==> src/rtl/ctrl_link_pkg.sv <==
package ctrl_link_pkg;

  // broadcast id, every slave writes and none replies
  parameter logic [7:0] BCAST_ID = 8'hFF;

  // only the low address bits reach the slave register file
  parameter int REG_AW = 4;

  typedef struct packed {
    logic       wr;
    logic [7:0] dev_id;
    logic [7:0] addr;
    logic [7:0] data;
  } cmd_frame_t;

  // data is the register value after the command
  typedef struct packed {
    logic [7:0] dev_id;
    logic [7:0] addr;
    logic [7:0] data;
  } reply_frame_t;

  // line bits per frame, start and stop included
  parameter int CMD_FRAME_BITS   = $bits(cmd_frame_t) + 2;
  parameter int REPLY_FRAME_BITS = $bits(reply_frame_t) + 2;

  typedef enum logic [1:0] {
    ST_OK      = 2'd0,
    ST_TIMEOUT = 2'd1,
    ST_BCAST   = 2'd2
  } rsp_status_t;

endpackage
==> src/rtl/link_top.sv <==
module link_top
  import ctrl_link_pkg::*;
#(
  parameter int BIT_CYCLES    = 4,
  parameter int REPLY_TIMEOUT = 64
) (
  input  logic        clk_sys,
  input  logic        arst_n,
  input  logic        cmd_req,
  input  cmd_frame_t  cmd,
  output logic        cmd_ack,
  output rsp_status_t rsp_status,
  output logic [7:0]  rsp_data
);

  logic tx_ctrl;
  logic tx_a0;
  logic tx_a1;
  logic rx_a;

  ctrl_master #(
    .BIT_CYCLES    (BIT_CYCLES),
    .REPLY_TIMEOUT (REPLY_TIMEOUT)
  ) u_master (
    .clk_sys    (clk_sys),
    .arst_n     (arst_n),
    .cmd_req    (cmd_req),
    .cmd        (cmd),
    .cmd_ack    (cmd_ack),
    .rsp_status (rsp_status),
    .rsp_data   (rsp_data),
    .tx_ctrl    (tx_ctrl),
    .rx_a       (rx_a)
  );

  // both slaves listen on the same control line
  ctrl_slave #(
    .BIT_CYCLES (BIT_CYCLES),
    .DEV_ID     (8'h01)
  ) slave0 (
    .clk_sys (clk_sys),
    .arst_n  (arst_n),
    .rx_ctrl (tx_ctrl),
    .tx_a    (tx_a0)
  );

  ctrl_slave #(
    .BIT_CYCLES (BIT_CYCLES),
    .DEV_ID     (8'h02)
  ) slave1 (
    .clk_sys (clk_sys),
    .arst_n  (arst_n),
    .rx_ctrl (tx_ctrl),
    .tx_a    (tx_a1)
  );

  // idle-high lines, wired-and onto one return
  assign rx_a = tx_a0 & tx_a1;

endmodule

==> src/rtl/ctrl_slave.sv <==
module ctrl_slave
  import ctrl_link_pkg::*;
#(
  parameter int         BIT_CYCLES = 4,
  parameter logic [7:0] DEV_ID     = 8'h01
) (
  input  logic clk_sys,
  input  logic arst_n,
  input  logic rx_ctrl,
  output logic tx_a
);

  logic              rx_valid;
  cmd_frame_t        rx_cmd;
  logic              tx_send;
  logic              tx_busy;
  reply_frame_t      reply_q;
  logic [7:0]        regs [2**REG_AW];
  logic [REG_AW-1:0] ra;
  logic              own;
  logic              hit;
  logic [7:0]        reg_after;

  assign ra  = rx_cmd.addr[REG_AW-1:0];
  assign own = (rx_cmd.dev_id == DEV_ID);
  assign hit = own || (rx_cmd.dev_id == BCAST_ID);

  // value the register holds once this command is applied
  assign reg_after = rx_cmd.wr ? rx_cmd.data : regs[ra];

  always_ff @(posedge clk_sys or negedge arst_n) begin
    if (!arst_n) begin
      for (int i = 0; i < 2**REG_AW; i++) begin
        regs[i] <= 8'h00;
      end
    end else if (rx_valid && hit && rx_cmd.wr) begin
      regs[ra] <= rx_cmd.data;
    end
  end

  // reply goes out the cycle after the frame lands
  always_ff @(posedge clk_sys or negedge arst_n) begin
    if (!arst_n) begin
      tx_send <= 1'b0;
    end else begin
      tx_send <= rx_valid && own && !tx_busy;
    end
  end

  always_ff @(posedge clk_sys) begin
    if (rx_valid && own) begin
      reply_q.dev_id <= rx_cmd.dev_id;
      reply_q.addr   <= rx_cmd.addr;
      reply_q.data   <= reg_after;
    end
  end

  link_rx #(
    .BIT_CYCLES (BIT_CYCLES),
    .payload_t  (cmd_frame_t)
  ) u_rx (
    .clk_sys (clk_sys),
    .arst_n  (arst_n),
    .line    (rx_ctrl),
    .valid   (rx_valid),
    .payload (rx_cmd)
  );

  link_tx #(
    .BIT_CYCLES (BIT_CYCLES),
    .payload_t  (reply_frame_t)
  ) u_tx (
    .clk_sys (clk_sys),
    .arst_n  (arst_n),
    .send    (tx_send),
    .payload (reply_q),
    .busy    (tx_busy),
    .line    (tx_a)
  );

endmodule

==> src/rtl/ctrl_master.sv <==
module ctrl_master
  import ctrl_link_pkg::*;
#(
  parameter int BIT_CYCLES    = 4,
  parameter int REPLY_TIMEOUT = 64
) (
  input  logic        clk_sys,
  input  logic        arst_n,
  input  logic        cmd_req,
  input  cmd_frame_t  cmd,
  output logic        cmd_ack,
  output rsp_status_t rsp_status,
  output logic [7:0]  rsp_data,
  output logic        tx_ctrl,
  input  logic        rx_a
);

  localparam int TW = $clog2(REPLY_TIMEOUT + 1);

  typedef enum logic [1:0] {
    M_IDLE,
    M_SEND,
    M_WAIT,
    M_ACK
  } m_state_t;

  m_state_t      state;
  cmd_frame_t    cmd_q;
  logic          tx_send;
  logic          tx_busy;
  logic          rx_valid;
  reply_frame_t  rx_frame;
  logic [TW-1:0] quiet;
  logic          heard;
  logic          frame_done;
  logic          bcast;
  logic          reply_hit;
  logic          timed_out;

  assign tx_send    = (state == M_IDLE) && cmd_req;
  assign frame_done = (state == M_SEND) && !tx_busy;
  assign bcast      = (cmd_q.dev_id == BCAST_ID);
  // a stale or foreign reply does not end the wait
  assign reply_hit  = (state == M_WAIT) && rx_valid &&
                      (rx_frame.dev_id == cmd_q.dev_id) && (rx_frame.addr == cmd_q.addr);
  // quiet counts wait cycles until a reply start bit shows up
  assign timed_out  = (state == M_WAIT) && !heard && rx_a &&
                      (quiet == TW'(REPLY_TIMEOUT - 1));

  always_ff @(posedge clk_sys or negedge arst_n) begin
    if (!arst_n) begin
      state   <= M_IDLE;
      cmd_ack <= 1'b0;
      quiet   <= '0;
      heard   <= 1'b0;
    end else begin
      case (state)
        M_IDLE: begin
          if (cmd_req) begin
            state <= M_SEND;
          end
        end
        M_SEND: begin
          if (!tx_busy) begin
            quiet <= '0;
            heard <= 1'b0;
            if (bcast) begin
              state   <= M_ACK;
              cmd_ack <= 1'b1;
            end else begin
              state <= M_WAIT;
            end
          end
        end
        M_WAIT: begin
          if (reply_hit || timed_out) begin
            state   <= M_ACK;
            cmd_ack <= 1'b1;
          end else if (!rx_a) begin
            heard <= 1'b1;
          end else if (!heard) begin
            quiet <= quiet + 1'b1;
          end
        end
        M_ACK: begin
          // hold the result until the host drops req
          if (!cmd_req) begin
            state   <= M_IDLE;
            cmd_ack <= 1'b0;
          end
        end
        default: state <= M_IDLE;
      endcase
    end
  end

  always_ff @(posedge clk_sys) begin
    if (tx_send) begin
      cmd_q <= cmd;
    end
    if (frame_done && bcast) begin
      rsp_status <= ST_BCAST;
      rsp_data   <= cmd_q.data;
    end else if (reply_hit) begin
      rsp_status <= ST_OK;
      rsp_data   <= rx_frame.data;
    end else if (timed_out) begin
      rsp_status <= ST_TIMEOUT;
      rsp_data   <= 8'h00;
    end
  end

  link_tx #(
    .BIT_CYCLES (BIT_CYCLES),
    .payload_t  (cmd_frame_t)
  ) u_tx (
    .clk_sys (clk_sys),
    .arst_n  (arst_n),
    .send    (tx_send),
    .payload (cmd),
    .busy    (tx_busy),
    .line    (tx_ctrl)
  );

  link_rx #(
    .BIT_CYCLES (BIT_CYCLES),
    .payload_t  (reply_frame_t)
  ) u_rx (
    .clk_sys (clk_sys),
    .arst_n  (arst_n),
    .line    (rx_a),
    .valid   (rx_valid),
    .payload (rx_frame)
  );

endmodule

==> src/rtl/link_rx.sv <==
module link_rx #(
  parameter int  BIT_CYCLES = 4,
  parameter type payload_t  = logic [7:0]
) (
  input  logic     clk_sys,
  input  logic     arst_n,
  input  logic     line,
  output logic     valid,
  output payload_t payload
);

  localparam int PW    = $bits(payload_t);
  localparam int NBITS = PW + 2;
  localparam int CW    = $clog2(BIT_CYCLES + 1);
  localparam int BW    = $clog2(NBITS + 1);
  localparam int HALF  = (BIT_CYCLES - 1) / 2;

  typedef enum logic [1:0] {
    RX_IDLE,
    RX_BITS,
    RX_DROP
  } rx_state_t;

  rx_state_t     state;
  logic [1:0]    sync;
  logic          line_s;
  logic [CW-1:0] cyc;
  logic [BW-1:0] bitn;
  logic [PW-1:0] shreg;
  logic          mid;
  logic          is_stop;

  assign line_s  = sync[1];
  assign mid     = (state == RX_BITS) && (cyc == CW'(HALF));
  assign is_stop = (bitn == BW'(NBITS - 1));

  always_ff @(posedge clk_sys or negedge arst_n) begin
    if (!arst_n) begin
      sync <= 2'b11;
    end else begin
      sync <= {sync[0], line};
    end
  end

  always_ff @(posedge clk_sys or negedge arst_n) begin
    if (!arst_n) begin
      state <= RX_IDLE;
      valid <= 1'b0;
      cyc   <= '0;
      bitn  <= '0;
    end else begin
      valid <= 1'b0;
      case (state)
        RX_IDLE: begin
          // line idles high, first low is the start edge
          if (!line_s) begin
            state <= RX_BITS;
            cyc   <= '0;
            bitn  <= '0;
          end
        end
        RX_BITS: begin
          if (cyc == CW'(BIT_CYCLES - 1)) begin
            cyc  <= '0;
            bitn <= bitn + 1'b1;
          end else begin
            cyc <= cyc + 1'b1;
          end
          if (mid) begin
            if (bitn == '0 && line_s) begin
              // start bit gone by mid-bit, a glitch
              state <= RX_IDLE;
            end else if (is_stop) begin
              valid <= line_s;
              state <= line_s ? RX_IDLE : RX_DROP;
            end
          end
        end
        RX_DROP: begin
          if (line_s) begin
            state <= RX_IDLE;
          end
        end
        default: state <= RX_IDLE;
      endcase
    end
  end

  // lsb first, so shift in from the top
  always_ff @(posedge clk_sys) begin
    if (mid && bitn != '0 && !is_stop) begin
      shreg <= {line_s, shreg[PW-1:1]};
    end
    if (mid && is_stop) begin
      payload <= payload_t'(shreg);
    end
  end

endmodule

==> src/rtl/link_tx.sv <==
module link_tx #(
  parameter int  BIT_CYCLES = 4,
  parameter type payload_t  = logic [7:0]
) (
  input  logic     clk_sys,
  input  logic     arst_n,
  input  logic     send,
  input  payload_t payload,
  output logic     busy,
  output logic     line
);

  localparam int PW    = $bits(payload_t);
  localparam int NBITS = PW + 2;
  localparam int CW    = $clog2(BIT_CYCLES + 1);
  localparam int BW    = $clog2(NBITS + 1);

  // payload bits then the stop bit, shifted out from bit 0
  logic [PW:0]   shreg;
  logic [CW-1:0] cyc;
  logic [BW-1:0] bitn;
  logic          load;
  logic          bit_end;

  assign load    = send && !busy;
  assign bit_end = busy && (cyc == CW'(BIT_CYCLES - 1));

  always_ff @(posedge clk_sys or negedge arst_n) begin
    if (!arst_n) begin
      busy <= 1'b0;
      line <= 1'b1;
      cyc  <= '0;
      bitn <= '0;
    end else if (load) begin
      // start bit goes out right away
      busy <= 1'b1;
      line <= 1'b0;
      cyc  <= '0;
      bitn <= '0;
    end else if (bit_end) begin
      cyc <= '0;
      if (bitn == BW'(NBITS - 1)) begin
        busy <= 1'b0;
        line <= 1'b1;
      end else begin
        line <= shreg[0];
        bitn <= bitn + 1'b1;
      end
    end else if (busy) begin
      cyc <= cyc + 1'b1;
    end
  end

  always_ff @(posedge clk_sys) begin
    if (load) begin
      shreg <= {1'b1, payload};
    end else if (bit_end) begin
      shreg <= {1'b1, shreg[PW:1]};
    end
  end

endmodule

==> config.mk <==
export PLATFORM = sky130hd
export DESIGN_NAME = link_top
export DESIGN_NICKNAME = d
export VERILOG_FILES = /design/src/rtl/ctrl_link_pkg.sv /design/src/rtl/link_top.sv /design/src/rtl/ctrl_slave.sv /design/src/rtl/ctrl_master.sv /design/src/rtl/link_rx.sv /design/src/rtl/link_tx.sv
export SDC_FILE = /design/constraint.sdc
export NUM_CORES = 1
export LEC_CHECK = 0
export BUFFER_PORTS_ARGS = -buffer_cell sky130_fd_sc_hd__buf_2
export CAP_MARGIN = 20
export CELL_PAD_IN_SITES_DETAIL_PLACEMENT = 1
export CELL_PAD_IN_SITES_GLOBAL_PLACEMENT = 1
export CORE_MARGIN = 10
export CORE_UTILIZATION = 54
export DETAILED_ROUTE_END_ITERATION = 12
export PLACE_DENSITY = 0.87
export RECOVER_POWER = 25
export SLEW_MARGIN = 20
export SYNTH_ARGS = -nofsm -noshare
export SYNTH_HDL_FRONTEND = slang
export SYNTH_SLANG_ARGS = --single-unit
==> constraint.sdc <==
create_clock -name clk_sys -period 4.85 [get_ports clk_sys]
set_clock_uncertainty 0.15 [all_clocks]
set_input_delay 0.97 -clock clk_sys [delete_from_list [all_inputs] [get_ports clk_sys]]
set_output_delay 0.97 -clock clk_sys [all_outputs]
set_load 0.01 [all_outputs]
; Word-level counts from Yosys, hierarchy flattened
; Index checks and enable logic that the tools add are counted.
[totals]
regBits = 641
input_bits = 28
out_inout_bits = 11
wordCells = 401
[op_classes]
n_addsub = 13
magnitude_cmp = 4
eq_ne = 59
mux = 132
bitwise = 3
n_reduce_logical = 96
[ops]
columns = operator, count
row1 = bitwise mux 128 bit, 2
row2 = 2-to-1 mux 24 bit, 4
row3 = 2-to-1 mux 8 bit, 11
row4 = 2-to-1 mux 5 bit, 15
row5 = binary-select mux 8 bit (select 4 bit), 2
row6 = demux 8 bit (select 4 bit), 2
row7 = 2-to-1 mux 25 bit, 2
row8 = 2-to-1 mux 2 bit, 24
row9 = 2-to-1 mux 3 bit, 15
row10 = logical AND 1 bit, 40
row11 = 2-to-1 mux 1 bit, 38
row12 = "!= test 2 bit, second input constant", 19
row13 = "adder 5 x 1 -> 5 bit, second input constant", 6
row14 = "== test 5 bit, second input constant", 6
row15 = case mux 5 bit (2 select lines), 3
row16 = 2-to-1 mux 7 bit, 4
row17 = "== test 8 bit, second input constant", 3
row18 = nonzero test 2 bit, 11
row19 = AND reduction 4 bit, 5
row20 = "adder 3 x 1 -> 3 bit, second input constant", 6
row21 = "== test 3 x 2 -> 1 bit, second input constant", 6
row22 = case mux 2 bit (3 select lines), 3
row23 = case mux 3 bit (2 select lines), 3
row24 = AND reduction 2 bit, 9
row25 = 27 further kinds, 68

; Logic depth before layout (Yosys ltp)
[logic_depth]
ltp_word = 7
mapped_depth = 9
depth_no_buf = 8

; By module
; From an unflattened synthesis, not the netlist that was laid out.
[hier_totals]
cells_unflattened = 1816
hier_area_um2 = 27109.8
[by_module_without_submodules]
columns = module, instances, cells_per_inst, area_per_inst_um2, seq_area_each_um2
row1 = ctrl_slave at slave1, 1, 439, 6944.2, 3948.8
row2 = ctrl_slave at slave0, 1, 439, 6941.7, 3948.8
row3 = link_rx at slave0.u_rx, 1, 111, 2193.4, 1829.3
row4 = link_rx at slave1.u_rx, 1, 111, 2165.8, 1829.3
row5 = link_rx at u_master.u_rx, 1, 109, 2118.3, 1769.2
row6 = ctrl_master, 1, 168, 2108.3, 1276.2
row7 = link_tx at u_master.u_tx, 1, 149, 1579.0, 1002.2
row8 = link_tx at slave1.u_tx, 1, 144, 1551.5, 972.2
row9 = link_tx at slave0.u_tx, 1, 145, 1501.4, 972.2
row10 = link_top, 1, 1, 6.3, 0.0

; Worst setup path after synthesis
; No wires, ideal clock.
[synth_path]
path_type = in2reg
start = input port cmd_req
end = register u_master.u_tx.shreg[0] (enable)
setup_ns = 0.573
arrival_time_ns = 2.998
t_required_ns = 4.127
path_slack_ns = 1.129
stages = 6
n_path_buf = 2
cell_sequence = nand2_1 > inv_1 > nand2b_1 > clkbuf_1 > clkbuf_1 > o21ai_0
[synth_via]
elab_chain_cells = 3
[synth_rtl]
columns = item, line_no
row1 = from (decl), link_top.sv:9  ; input logic cmd_req,
row2 = logical AND 1 bit, ctrl_master.sv:40  ; assign tx_send = (state == M_IDLE) && cmd_req;
row3 = named net u_master.tx_send, ctrl_master.sv:29  ; logic tx_send;
row4 = logical AND 1 bit, link_tx.sv:25  ; assign load = send && !busy;
row5 = nonzero test 2 bit (no line), --
row6 = to (signal assigned), link_tx.sv:56  ; shreg <= {1'b1, payload};
row7 = to (signal assigned), link_tx.sv:58  ; shreg <= {1'b1, shreg[PW:1]};
row8 = to (decl), link_tx.sv:19  ; logic [PW:0] shreg;
; The timed path passes the listed nets, and every way through them passes these cells.
; A chain may end at the register's enable or synchronous reset.

; Final worst setup path
[layout_path]
start = register u_master.state[0]
end = register u_master.quiet[5]
[layout_via]
elab_chain_cells = 7
[layout_rtl]
columns = item, line_no
row1 = from (decl), ctrl_master.sv:27  ; m_state_t state;
row2 = from (signal assigned), ctrl_master.sv:52  ; state <= M_IDLE;
row3 = from (signal assigned), ctrl_master.sv:60  ; state <= M_SEND;
row4 = from (signal assigned), ctrl_master.sv:68  ; state <= M_ACK;
row5 = == test 2 bit, "ctrl_master.sv:44, ctrl_master.sv:47, ctrl_master.sv:57"
row6 = "logical AND 1 bit, on equally long branches (2 in series)", "ctrl_master.sv:44, ctrl_master.sv:47"
row7 = "logical AND 1 bit, on equally long branches", "ctrl_master.sv:45, ctrl_master.sv:47"
row8 = logical OR 1 bit, ctrl_master.sv:76  ; if (reply_hit || timed_out) begin
row9 = != test 2 bit (no line), --
row10 = AND reduction 5 bit (no line), --
row11 = to (signal assigned), ctrl_master.sv:82  ; quiet <= quiet + 1'b1;
row12 = to (decl), ctrl_master.sv:33  ; logic [TW-1:0] quiet;
; Several ways; a longest one is shown, not always the timed one.

==> flow_summary.json <==
{
  "cts.path.max_buffers": 3,
  "viasPerCell": 6.07,
  "core_um2": 48000,
  "start_util_pct": 54.9,
  "path_max_fanout": 16,
  "cts_buffers": 68,
  "dr.pass1.iters": 5,
  "ys_top_cells_by_count": "329 x dfrtp_1, 301 x edfxtp_1, 274 x mux2_2",
  "postRouteAntennaNets": 0,
  "slew_viol_final": 95,
  "clk_pin_slew_ns": 0.06,
  "cts_resized": 0,
  "synth_top_area_share_pct": 34.3,
  "timing.hold.ws_ns": 0.213,
  "max_cap_violations": 1,
  "cts_tree": "yes",
  "grt_pass1_vias": 16800,
  "synth-seq-area-share_pct": 66.3,
  "hold_viol": 0,
  "tightestPinTransition_ns": 2.53,
  "crit_path_end_kind": "flop",
  "die_x_um": 241,
  "crit_arrival_ns": 3.70,
  "critPathBufInv": 1,
  "drive_gt1_share_pct": 29.8,
  "vias": 14900,
  "synth.largest_area_cell": "edfxtp_1",
  "setup.worst_path.class": "flop to flop",
  "yosysMostFrequentCell": "dfrtp_1",
  "rsz0062_at_grt": "no",
  "fin_crit_ns": 3.33,
  "period_share_pct": 68.7,
  "syn_area_um2": 26400,
  "postSynthAreaPerCell_um2": 15.2,
  "gp_congestion": 0.784,
  "setup_violations": 0,
  "clock-root-buffer": "clkbuf_16",
  "die_y_um": 241,
  "hpwl_um": 39400,
  "cts_sinks": 639,
  "synthToLayoutAreaGrowth_pct": 12.1,
  "synthArstFlopShare_pct": 52.6,
  "relSlewSlack_pct": -68.5,
  "violations": "max-capacitance violations, max-slew violations",
  "wl_um": 62500,
  "status": "complete, but fails checks",
  "reg2reg_setup_slack_ns": 1.52,
  "fin_util_pct": 61.5,
  "synthCells": 1732,
  "grt_pass1_wl_um": 98900,
  "drt_iter0_markers": 1066,
  "hp-class": "flop to flop",
  "startpoint_type": "flop",
  "synth_cell_types": 71,
  "antenna_found_initial": 0,
  "slowest_stage": "or4b_2",
  "fmax_mhz": 300,
  "grt_remaining_overflow": 0,
  "cp_cell_sequence": "inv_1, ha_1, nand3_1, or4b_2, o21bai_2, o21ai_0, a31oi_1",
  "fin_setup_tns_ns": 0,
  "grt_max_degree": 98,
  "nFillCells": 4332,
  "cp_data_required_time_ns": 5.22,
  "ir_drop_mv": 0.339,
  "postCtsSetupBuffers": 0,
  "insertedDiodeCount": 0,
  "synth_ff_type": "dfrtp_1",
  "yosysWarnings": 0,
  "std_cell_rows": 80,
  "io_buffers": 38,
  "power.density_nw_per_um2": 395,
  "die_area_um2": 58100,
  "cts.hold.buffers_added": 0,
  "grt_util_all_layers_pct": 22.1,
  "critPathMaxStageDelay_ns": 0.72,
  "synth_edf_count": 301,
  "power_leakage_nw": 12.2,
  "synthTopCellsByArea": "edfxtp_1 34%, dfrtp_1 31%, mux2_2 12%, mux4_2 6.8%, nand2_1 3.5%",
  "synth_nets": 1790,
  "drc": 0,
  "crit_family": "compound AO/OA/AOI/OAI gates",
  "htree_levels": 3,
  "final_nets": 1845,
  "ios": 39,
  "avgRoutedWirePerCell_um": 25.4,
  "insertion_delay_ns": 0.60,
  "ys_ff_latch": 639,
  "final_cells": 2458,
  "dp.cells": 2328
}
## final timing paths
kind,depth (start not counted),start,to
hold / removal,0,slave1.u_rx.sync[0],slave0.u_rx.sync[1]
setup / recovery,7,u_master.state[0],u_master.quiet[5]
max in group asynchronous,2,arst_n,slave1.u_rx.sync[0]
setup reg to reg,7,u_master.state[0],u_master.quiet[5]
hold reg to reg,0,slave1.u_rx.sync[0],slave0.u_rx.sync[1]
min in group asynchronous,1,arst_n,slave0.regs[51]
## kinds of logic (layout without fill, tap and decap cells)
kind of cell | count (synthesis) | after routing | share of synthesized area [%]
buf+inv | 113 | 224 | 1.67
fa+ha+maj | 30 | 30 | 1.42
simple gates | 470 | 470 | 8.50
xor+xnor | 33 | 33 | 1.10
flops | 639 | 639 | 66.3
compound gates | 90 | 90 | 2.37
mux | 357 | 357 | 18.6
## cells in the final DEF, fill, tap and decap left out, types with 6 or more instances in the layout
| cell type | Yosys | final |
|---|---|---|
| dfrtp_1 | 329 | 329 |
| edfxtp_1 | 301 | 301 |
| mux2_2 | 274 | 274 |
| nand2_1 | 248 | 248 |
| mux4_2 | 80 | 80 |
| clkbuf_16 | 0 | 71 |
| nor2_1 | 69 | 65 |
| clkbuf_1 | 64 | 42 |
| inv_1 | 32 | 32 |
| ha_1 | 30 | 30 |
| o21ai_0 | 26 | 25 |
| nand3_1 | 23 | 23 |
| nand4_1 | 19 | 19 |
| xnor2_1 | 18 | 18 |
| buf_4 | 0 | 18 |
| nand2b_1 | 18 | 17 |
| buf_2 | 14 | 16 |
| xor2_1 | 15 | 15 |
| nor2_2 | 12 | 15 |
| a21oi_1 | 15 | 15 |
| clkbuf_8 | 0 | 12 |
| a22o_1 | 11 | 11 |
| clkinv_2 | 0 | 10 |
| nor3_1 | 12 | 9 |
| or3_1 | 9 | 9 |
| and3_1 | 6 | 6 |
## metrics by stage
stage	setup slack, ns	power [W]	cell area [um2]
after floorplan	1.13	0.00636	26400
after global placement	1.85	0.00655	27300
after detailed placement	1.60	0.00662	27300
after CTS	1.53	0.0118	29500
after global routing	1.32	0.0121	29600
final	1.52	0.0117	29600
## registers in the layout (all words and copies together), names as in the netlist, 25 cells and up
signal	flops
slave1.regs	128
slave0.u_rx.payload	25
slave0.regs	128
slave1.u_rx.shreg	25
u_master.u_tx.shreg	25
slave0.u_rx.shreg	25
slave1.u_rx.payload	25
## power breakdown
group          internal (W)  total [W]  leakage, nW  switching (W)
Combinational      0.000177   0.000547         3.95       0.000370
Clock               0.00305    0.00517         1.10        0.00212
Sequential          0.00586    0.00597         7.20       0.000111
Total               0.00909     0.0117         12.2        0.00260
## area by class of cell
cell class	count	area, um2	area share [%]
Inverter	33	124	0.419
Clock buffer	103	2020	6.82
Sequential cell	639	17500	59.2
Tap cell	615	769	2.60
Multi-Input combinational cell	980	8500	28.8
Clock inverter	23	218	0.736
Timing Repair Buffer	65	439	1.49
## per-layer routing
metal  wire (um)  share of wire [%]  track usage [%]
met1       25500                 41             27.2
met2       33100                 53             39.4
met3        2280                3.6             3.43
met4        1690                2.7             7.28
met5           0                  0                0
(Power assumes the default switching activity.)
